$ cat config.mk
export PLATFORM = sky130hd
export DESIGN_NAME = silent_top
export DESIGN_NICKNAME = d
export VERILOG_FILES = /design/src/silent_array_pkg.sv /design/src/silent_timing_pkg.sv /design/src/addsub.sv /design/src/target_ram.sv /design/src/silencer.sv /design/src/pwm_array.sv /design/src/silent_top.sv
export SDC_FILE = /design/constraint.sdc
export NUM_CORES = 2
export LEC_CHECK = 0
export BUFFER_PORTS_ARGS = -buffer_cell sky130_fd_sc_hd__buf_2
export CAP_MARGIN = 10
export CORE_MARGIN = 4
export CORE_UTILIZATION = 35
export DETAILED_ROUTE_END_ITERATION = 16
export GPL_ROUTABILITY_DRIVEN = 0
export PLACE_DENSITY = 0.52
export SETUP_SLACK_MARGIN = 0.5
export SYNTH_ARGS = -nofsm -noshare
export SYNTH_HDL_FRONTEND = slang
export SYNTH_HIERARCHICAL = 1
export SYNTH_SLANG_ARGS = --single-unit
$ cat constraint.sdc
create_clock -name CLK -period 11.9 [get_ports CLK]
set_input_delay 1.785 -clock CLK [delete_from_list [all_inputs] [get_ports CLK]]
set_output_delay 1.785 -clock CLK [all_outputs]
set_load 0.1 [all_outputs]
$ cat src/silent_array_pkg.sv
// Array geometry for the transducer driver
// Number of transducers and the widths of the duty, phase and step words
`default_nettype none

package silent_array_pkg;

  // Kept small here, any count works
  localparam int num_trans = 8;

  localparam int trans_idx_w = $clog2(num_trans);

  // ~~~~~~~~~~~~~~~~~~~~~~~~~~~~~~
  // Word widths
  // ~~~~~~~~~~~~~~~~~~~~~~~~~~~~~~

  localparam int duty_w = 9;
  localparam int phase_w = 9;
  localparam int step_w = 9;  // Largest change per update

endpackage

`default_nettype wire

$ cat src/silent_timing_pkg.sv
// Timing and arithmetic constants for the transducer driver
// PWM period, the short-way threshold and the adder pipeline depth
`default_nettype none

package silent_timing_pkg;

  // One full PWM cycle, equal to the phase modulus of 2**phase_w
  localparam int pwm_period = 512;

  // A phase difference beyond this goes the other way around
  localparam int half_period = pwm_period / 2;

  // ~~~~~~~~~~~~~~~~~~~~~~~~~~~~~~
  // Arithmetic
  // ~~~~~~~~~~~~~~~~~~~~~~~~~~~~~~

  localparam int addsub_latency = 2;  // Register stages in addsub

  // Signed width that holds differences and the unfolded phase sum
  localparam int calc_w = silent_array_pkg::duty_w + 2;

endpackage

`default_nettype wire

$ cat src/addsub.sv
// Pipelined signed adder and subtractor
// Operands are registered, then the sum or difference is registered again
`timescale 1ns/1ps
`default_nettype none

module addsub (
  input  logic                                     CLK,
  input  logic signed [silent_timing_pkg::calc_w-1:0] a,
  input  logic signed [silent_timing_pkg::calc_w-1:0] b,
  input  logic                                     add,
  output logic signed [silent_timing_pkg::calc_w-1:0] s
);

  import silent_timing_pkg::*;

  logic signed [calc_w-1:0] a_q;
  logic signed [calc_w-1:0] b_q;
  logic                     add_q;

  always_ff @(posedge CLK) begin
    a_q   <= a;
    b_q   <= b;
    add_q <= add;
    s     <= add_q ? a_q + b_q : a_q - b_q;  // Second stage
  end

endmodule

`default_nettype wire

$ cat src/target_ram.sv
// Target memory for the per-transducer duty and phase
// Host writes land at any time; an accepted update freezes a copy of the
// table and streams it out one entry per cycle
`timescale 1ns/1ps
`default_nettype none

module target_ram (
  input  logic                                     CLK,
  input  logic                                     rst_n,
  input  logic                                     update,
  input  logic                                     busy,
  input  logic                                     wr_en,
  input  logic [silent_array_pkg::trans_idx_w-1:0] wr_idx,
  input  logic [silent_array_pkg::duty_w-1:0]      wr_duty,
  input  logic [silent_array_pkg::phase_w-1:0]     wr_phase,
  output logic                                     din_valid,
  output logic [silent_array_pkg::duty_w-1:0]      din_duty,
  output logic [silent_array_pkg::phase_w-1:0]     din_phase
);

  import silent_array_pkg::*;

  logic [duty_w-1:0]      duty_mem   [num_trans];
  logic [phase_w-1:0]     phase_mem  [num_trans];
  logic [duty_w-1:0]      duty_snap  [num_trans];
  logic [phase_w-1:0]     phase_snap [num_trans];
  logic [trans_idx_w-1:0] rd_idx;
  logic [trans_idx_w-1:0] last_idx;
  logic                   accept;

  assign accept   = update && !busy;
  assign last_idx = trans_idx_w'(num_trans - 1);

  // Writes after the snapshot only show up at the next update
  always_ff @(posedge CLK) begin
    if (wr_en) begin
      duty_mem[wr_idx]  <= wr_duty;
      phase_mem[wr_idx] <= wr_phase;
    end
    if (accept) begin
      duty_snap  <= duty_mem;
      phase_snap <= phase_mem;
    end
  end

  // Read index parks on the last entry between streams
  always_ff @(posedge CLK) begin
    if (!rst_n) begin
      din_valid <= 1'b0;
      rd_idx    <= last_idx;
    end else begin
      din_valid <= accept;  // Marks entry 0 only
      if (accept) begin
        rd_idx <= '0;
      end else if (rd_idx != last_idx) begin
        rd_idx <= rd_idx + 1'b1;
      end
    end
  end

  assign din_duty  = duty_snap[rd_idx];
  assign din_phase = phase_snap[rd_idx];

endmodule

`default_nettype wire

$ cat src/silencer.sv
// Slew-rate limiter for transducer duty and phase
// Each update moves every stored value toward its target by at most step;
// the phase goes the short way around the period and is folded back into range
`timescale 1ns/1ps
`default_nettype none

module silencer (
  input  logic                                 CLK,
  input  logic                                 rst_n,
  input  logic                                 start,
  input  logic [silent_array_pkg::step_w-1:0]  step,
  input  logic                                 din_valid,
  input  logic [silent_array_pkg::duty_w-1:0]  din_duty,
  input  logic [silent_array_pkg::phase_w-1:0] din_phase,
  output logic                                 dout_valid,
  output logic [silent_array_pkg::duty_w-1:0]  dout_duty,
  output logic [silent_array_pkg::phase_w-1:0] dout_phase,
  output logic                                 busy
);

  import silent_array_pkg::*;
  import silent_timing_pkg::*;

  typedef enum logic {
    WAITING,
    RUNNING
  } state_t;

  state_t state;

  logic [duty_w-1:0]             cur_duty  [num_trans];
  logic [phase_w-1:0]            cur_phase [num_trans];
  logic [duty_w-1:0]             tgt_duty;
  logic [phase_w-1:0]            tgt_phase;
  logic signed [calc_w-1:0]      step_pos, step_neg;
  logic signed [calc_w-1:0]      period_s, half_s;
  logic signed [calc_w-1:0]      duty_diff, phase_diff, phase_short;
  logic signed [calc_w-1:0]      duty_sum, phase_sum, phase_folded;
  logic signed [calc_w-1:0]      dir_b, fold_b;
  logic                          dir_add, fold_add;
  logic signed [calc_w-1:0]      duty_diff_q [addsub_latency];
  logic signed [calc_w-1:0]      duty_sum_q  [addsub_latency];
  logic [4*addsub_latency-1:0]   vpipe;  // Stage valid, one bit per cycle of delay
  logic                          step_active;
  logic [trans_idx_w-1:0]        step_idx, calc_idx, set_idx, last_idx;
  logic                          calc_en, set_en;

  function automatic logic signed [calc_w-1:0] clamp(
    input logic signed [calc_w-1:0] d,
    input logic signed [calc_w-1:0] hi,
    input logic signed [calc_w-1:0] lo
  );
    if (d > hi) return hi;
    if (d < lo) return lo;
    return d;
  endfunction

  assign period_s = signed'(calc_w'(pwm_period));
  assign half_s   = signed'(calc_w'(half_period));
  assign last_idx = trans_idx_w'(num_trans - 1);
  assign calc_en  = vpipe[2*addsub_latency-1];
  assign set_en   = vpipe[4*addsub_latency-1];

  // ~~~~~~~~~~~~~~~~~~~~~~~~~~~~~~
  // Arithmetic chain
  // ~~~~~~~~~~~~~~~~~~~~~~~~~~~~~~

  addsub sub_duty_step (.CLK(CLK), .a(signed'(calc_w'(tgt_duty))),
    .b(signed'(calc_w'(cur_duty[step_idx]))), .add(1'b0), .s(duty_diff));

  addsub sub_phase_step (.CLK(CLK), .a(signed'(calc_w'(tgt_phase))),
    .b(signed'(calc_w'(cur_phase[step_idx]))), .add(1'b0), .s(phase_diff));

  addsub dir_phase (.CLK(CLK), .a(phase_diff), .b(dir_b), .add(dir_add), .s(phase_short));

  addsub add_duty (.CLK(CLK), .a(signed'(calc_w'(cur_duty[calc_idx]))),
    .b(clamp(duty_diff_q[addsub_latency-1], step_pos, step_neg)), .add(1'b1), .s(duty_sum));

  addsub add_phase (.CLK(CLK), .a(signed'(calc_w'(cur_phase[calc_idx]))),
    .b(clamp(phase_short, step_pos, step_neg)), .add(1'b1), .s(phase_sum));

  addsub fold_phase (.CLK(CLK), .a(phase_sum), .b(fold_b), .add(fold_add), .s(phase_folded));

  // Going the other way around is shorter past half a period
  always_comb begin
    dir_b   = '0;
    dir_add = 1'b1;
    if (phase_diff > half_s) begin
      dir_b   = period_s;
      dir_add = 1'b0;
    end else if (phase_diff < -half_s) begin
      dir_b = period_s;
    end
  end

  always_comb begin
    fold_b   = '0;
    fold_add = 1'b1;
    if (phase_sum >= period_s) begin
      fold_b   = period_s;
      fold_add = 1'b0;
    end else if (phase_sum[calc_w-1]) begin
      fold_b = period_s;  // Negative, wrap up
    end
  end

  // Duty runs two cycles ahead of phase and waits here
  always_ff @(posedge CLK) begin
    tgt_duty       <= din_duty;
    tgt_phase      <= din_phase;
    duty_diff_q[0] <= duty_diff;
    duty_sum_q[0]  <= duty_sum;
    for (int i = 1; i < addsub_latency; i++) begin
      duty_diff_q[i] <= duty_diff_q[i-1];
      duty_sum_q[i]  <= duty_sum_q[i-1];
    end
    if (start && !busy) begin
      step_pos <= signed'(calc_w'(step));
      step_neg <= -signed'(calc_w'(step));
    end
    if (set_en) begin
      dout_duty  <= duty_sum_q[addsub_latency-1][duty_w-1:0];
      dout_phase <= phase_folded[phase_w-1:0];
    end
  end

  // ~~~~~~~~~~~~~~~~~~~~~~~~~~~~~~
  // Control
  // ~~~~~~~~~~~~~~~~~~~~~~~~~~~~~~

  always_ff @(posedge CLK) begin
    if (!rst_n) begin
      state       <= WAITING;
      busy        <= 1'b0;
      dout_valid  <= 1'b0;
      step_active <= 1'b0;
      vpipe       <= '0;
      step_idx    <= '0;
      calc_idx    <= '0;
      set_idx     <= '0;
      cur_duty    <= '{default: '0};
      cur_phase   <= '{default: '0};
    end else begin
      vpipe      <= {vpipe[4*addsub_latency-2:0], step_active};
      dout_valid <= set_en;
      if (start && !busy) begin
        busy <= 1'b1;
      end else if (state == WAITING && dout_valid) begin
        busy <= 1'b0;  // Last output has just gone out
      end
      case (state)
        WAITING: begin
          if (din_valid) begin
            state       <= RUNNING;
            step_active <= 1'b1;
            step_idx    <= '0;
            calc_idx    <= '0;
            set_idx     <= '0;
          end
        end
        RUNNING: begin
          if (step_active) begin
            step_idx <= step_idx + 1'b1;
            if (step_idx == last_idx) step_active <= 1'b0;
          end
          if (calc_en) calc_idx <= calc_idx + 1'b1;
          if (set_en) begin
            cur_duty[set_idx]  <= duty_sum_q[addsub_latency-1][duty_w-1:0];
            cur_phase[set_idx] <= phase_folded[phase_w-1:0];
            set_idx            <= set_idx + 1'b1;
            if (set_idx == last_idx) state <= WAITING;
          end
        end
        default: state <= WAITING;
      endcase
    end
  end

endmodule

`default_nettype wire

$ cat src/pwm_array.sv
// PWM generator bank, one pulse output per transducer
// Streamed values land in shadow registers and move to the active set
// at the end of each period, so a pulse never changes mid-cycle
`timescale 1ns/1ps
`default_nettype none

module pwm_array (
  input  logic                                 CLK,
  input  logic                                 rst_n,
  input  logic                                 dout_valid,
  input  logic [silent_array_pkg::duty_w-1:0]  dout_duty,
  input  logic [silent_array_pkg::phase_w-1:0] dout_phase,
  output logic [silent_array_pkg::num_trans-1:0] pwm_out
);

  import silent_array_pkg::*;
  import silent_timing_pkg::*;

  logic [duty_w-1:0]      shd_duty  [num_trans];
  logic [phase_w-1:0]     shd_phase [num_trans];
  logic [duty_w-1:0]      act_duty  [num_trans];
  logic [phase_w-1:0]     act_phase [num_trans];
  logic [trans_idx_w-1:0] wr_idx;
  logic [phase_w-1:0]     cnt;
  logic                   cnt_last;

  assign cnt_last = (cnt == phase_w'(pwm_period - 1));

  always_ff @(posedge CLK) begin
    if (!rst_n) begin
      cnt       <= '0;
      wr_idx    <= '0;
      shd_duty  <= '{default: '0};
      shd_phase <= '{default: '0};
      act_duty  <= '{default: '0};
      act_phase <= '{default: '0};
    end else begin
      cnt <= cnt_last ? '0 : cnt + 1'b1;
      if (dout_valid) begin
        shd_duty[wr_idx]  <= dout_duty;
        shd_phase[wr_idx] <= dout_phase;
        // Index follows the stream order
        wr_idx <= (wr_idx == trans_idx_w'(num_trans - 1)) ? '0 : wr_idx + 1'b1;
      end
      if (cnt_last) begin
        act_duty  <= shd_duty;
        act_phase <= shd_phase;
      end
    end
  end

  // ~~~~~~~~~~~~~~~~~~~~~~~~~~~~~~
  // Pulse compare
  // ~~~~~~~~~~~~~~~~~~~~~~~~~~~~~~

  // Counter minus phase wraps naturally in phase_w bits
  always_comb begin
    for (int i = 0; i < num_trans; i++) begin
      pwm_out[i] = (phase_w'(cnt - act_phase[i]) < act_duty[i]);
    end
  end

endmodule

`default_nettype wire

$ cat src/silent_top.sv
// Ultrasound array driver top level
// Target memory feeds the silencer, whose smoothed stream drives the PWM bank
`timescale 1ns/1ps
`default_nettype none

module silent_top (
  input  logic                                     CLK,
  input  logic                                     rst_n,
  input  logic                                     update,
  input  logic [silent_array_pkg::step_w-1:0]      step,
  input  logic                                     wr_en,
  input  logic [silent_array_pkg::trans_idx_w-1:0] wr_idx,
  input  logic [silent_array_pkg::duty_w-1:0]      wr_duty,
  input  logic [silent_array_pkg::phase_w-1:0]     wr_phase,
  output logic                                     busy,
  output logic                                     drive_valid,
  output logic [silent_array_pkg::duty_w-1:0]      drive_duty,
  output logic [silent_array_pkg::phase_w-1:0]     drive_phase,
  output logic [silent_array_pkg::num_trans-1:0]   pwm_out
);

  import silent_array_pkg::*;

  logic               din_valid;
  logic [duty_w-1:0]  din_duty;
  logic [phase_w-1:0] din_phase;

  target_ram target_ram_inst (
    .CLK(CLK), .rst_n(rst_n), .update(update), .busy(busy),
    .wr_en(wr_en), .wr_idx(wr_idx), .wr_duty(wr_duty), .wr_phase(wr_phase),
    .din_valid(din_valid), .din_duty(din_duty), .din_phase(din_phase)
  );

  // Update goes straight in, the silencer drops it while busy
  silencer silencer_inst (
    .CLK(CLK), .rst_n(rst_n), .start(update), .step(step),
    .din_valid(din_valid), .din_duty(din_duty), .din_phase(din_phase),
    .dout_valid(drive_valid), .dout_duty(drive_duty), .dout_phase(drive_phase),
    .busy(busy)
  );

  pwm_array pwm_array_inst (
    .CLK(CLK), .rst_n(rst_n), .dout_valid(drive_valid),
    .dout_duty(drive_duty), .dout_phase(drive_phase), .pwm_out(pwm_out)
  );

endmodule

`default_nettype wire

==> metrics.md <==
| Metric | Value |
|---|---|
| # Post-CTS Setup Buffers | 0 |
| Yosys Warn Count | 6 |
| Drt initial violations | roughly 2000 |
| Max stage delay cell, worst path | dfxtp_1 |
| Worst hold path class | flip-flop to flip-flop |
| Total negative slack | 0 ps |
| CTS Sinks | ~1000 |
| FP Rows | between 100 and 150 |
| Status | finished clean |
| Hold EP | silencer_inst/duty_sum_q[0][15] |
| Highest clock rate | around 140 MHz |
| Placed wire-length estimate | roughly 67000 microns |
| Max Root-Sink Buffers | 3 |
| Pwr Total | about 9.4 mW |
| PostCTS Resize Cnt | 0 |
| Final ANT Viol Nets | 0 |
| Worst r2r src | pwm_array_inst/cnt[3] |
| CP Launch Point | pwm_array_inst/cnt[1] |
| Slew @ Worst Pin | 1250 ps |
| RSZ-0062 raised after global routing | false |
| Die Span X | approximately 370 microns |
| Initial antenna violation count | 6 |
| Hold Path Origin | silencer_inst/duty_sum_q[0][4] |
| Num CTS Buffers | between 100 and 150 |
| Later-pin clock latency in the skew report | roughly 760 ps |
| Initial core utilization | between 30% and 40% |
| Total global-route track usage | 15.7% |
| Router iterations before antenna repair | 5 |
| Syn_area_per_cell | 11.2 sq um |
| Kind of launch point of the worst setup path | flip-flop |
| H-tree levels | 3 |
| Critical Path RT | between 10000 and 15000 ps |
| R2r endpoint | pwm_array_inst/act_duty[25] |
| CP Capture Type | output pin |
| Cells along the critical path | inv_1, fa_1, nor2b_1, o2111ai_1, nand2_1, nor2_1, xnor2_1, ha_1, a21o_1, a221oi_1, o21ai_0, a21oi_1, buf_2 |
| # IOs | 62 |
| Via count | around 29000 |
| DRT Wirelength | about 110000 microns |
| Fillers | about 13000 |
| Clock power frac | a little under two fifths |
| Area growth syn-to-layout | 12.9% |
| Core area | around 0.13 sq mm |
| IO buf count | roughly 60 |
| Global-route wire length before repair | roughly 170000 microns |
| Reg area | approximately 0.024 sq mm |
| Hold path depth | 0 |
| Residual DRC | 0 |
| Gr ovfl total | 0 |
| Final setup vio count | 0 |
| Largest net degree at the start of global routing | between 100 and 150 |
| Min Clock Period, post-route | between 7000 and 8000 ps |
| Worst vdd ir | 0.154 mV |
| Crit path buf inv count | 2 |
| Flop pwr share | a little under half |
| Worst R2R Setup Slack | between 7000 and 8000 ps |
| Synthesized cell area | around 0.046 sq mm |
| Nets | 4409 |
| Crit path DAT | 5230 ps |
| R2R depth | 7 |
| Clk slew on worst S/H paths | roughly 60 ps |
| Chip Height | between 300 and 400 microns |
| Multi-input logic area | 0.0200 sq mm |
| Final worst-path cycle share | 58.9% |
| Combinational share of power | 15.8% |
| CTS tree | yes |
| Slowest stage delay, CP | just over 800 ps |
| CP Max Fanout | 13 |
| Top Family by Delay on Critical Path | compound AO/OA/AOI/OAI gates |
| LEAKAGE | roughly 18 nW |
| Sw Ratio | around 28% |
| Max-cap violations | 0 |
| Vias in the first global route | 28300 |
| CTS Hold Bufs | 0 |
| Die area | 0.136 sq mm |
| Mapped Cells | slightly above 4000 |
| Post-Route Skew | 83.4 ps |
| Hold Violations, Final | 0 |
| Layout cells sized above 1 | roughly an eighth |
| Mean number of vias per cell | between 4 and 5 |
| Clock Tree Root | clkbuf_16 |
| Fin. max-slew vios | 0 |
| Slew HR | approximately 16% |
| NetSw | approximately 2.7 mW |
| Internal | ~6.8 mW |
| PwrDens | between 150 and 200 mW/mm^2 |
| Critical path type | flip-flop to output pin |
| WL per Instance | approximately 18 microns |
per-layer routing:
metal	up-vias	GRT usage (%)	part of all wire, %
li1	14300	-	-
met1	13900	21.5	47
met2	552	25.7	46
met3	156	2.69	4.4
met4	0	4.28	2.4
met5	-	0	0
state kept, by name, indices dropped and copies added, names as in the netlist, 18 cells and up:
name / count
silencer_inst/cur_duty: 72
target_ram_inst/phase_mem: 72
silencer_inst/duty_diff_q: 22
pwm_array_inst/shd_duty: 72
pwm_array_inst/act_phase: 72
target_ram_inst/duty_mem: 72
silencer_inst/duty_sum_q: 18
pwm_array_inst/act_duty: 72
target_ram_inst/duty_snap: 72
pwm_array_inst/shd_phase: 72
target_ram_inst/phase_snap: 72
silencer_inst/cur_phase: 72
cells in the final DEF (no fill, tap or decap), types with 26 or more instances in the layout:
master and n:
dfxtp_1 714, nand2_1 632, edfxtp_1 325, ha_1 253, a21oi_1 236, inv_1 197
nor2b_1 176, mux2i_1 151, nor2_1 138, clkbuf_16 114, a21boi_0 113, xnor2_1 90
mux4_2 82, xor2_1 77, o21ai_0 62, buf_2 60, nand3_1 60, mux2_2 60
a21o_1 53, nor3_1 48, buf_4 37, conb_1 33, a21boi_1 32, clkbuf_1 26
mux4_1 26
final cells by class:
type | count | share of cell area, %
clock buffer | 155 | 6.13
clock inverter | 55 | 1.42
timing repair buffer | 98 | 1.15
sequential | 1044 | 46.9
antenna | 1 | 0.00486
tap | 1742 | 4.23
inverter | 198 | 1.45
multi-input combinational | 2653 | 38.7
worst max-delay path by stage:
stage	to	slack (ps)	cells after the start
floorplan	target_ram_inst/rd_idx[0]	2840	2
global placement	pwm_out[6]	5650	13
detailed placement	pwm_out[6]	5680	13
CTS	pwm_out[6]	4810	13
global route	pwm_out[6]	4510	13
finish	pwm_out[6]	4890	13
power by group through the flow:
| stage | sequential, mW | clock, mW | combinational (mW) |
|---|---|---|---|
| global placement | 4.42 | 0 | 1.48 |
| finish | 4.35 | 3.57 | 1.48 |
| global route | 4.39 | 3.84 | 1.66 |
| CTS | 4.35 | 3.69 | 1.50 |
| detailed placement | 4.43 | 0 | 1.48 |
| floorplan | 4.23 | 0 | 1.28 |
stage by stage:
stage	area [sq um]	setup WS [ps]	util (%)	hold WS, ps	instances
finish	51500	4890	39.8	298	5946
global route	51500	4510	39.8	309	5945
floorplan	45800	2840	-	310	4093
CTS	51500	4810	39.8	292	5945
detailed placement	47600	5680	36.8	312	5735
global placement	47600	5650	36.8	310	5735
No activity file was read; power rests on OpenSTA's default activity.
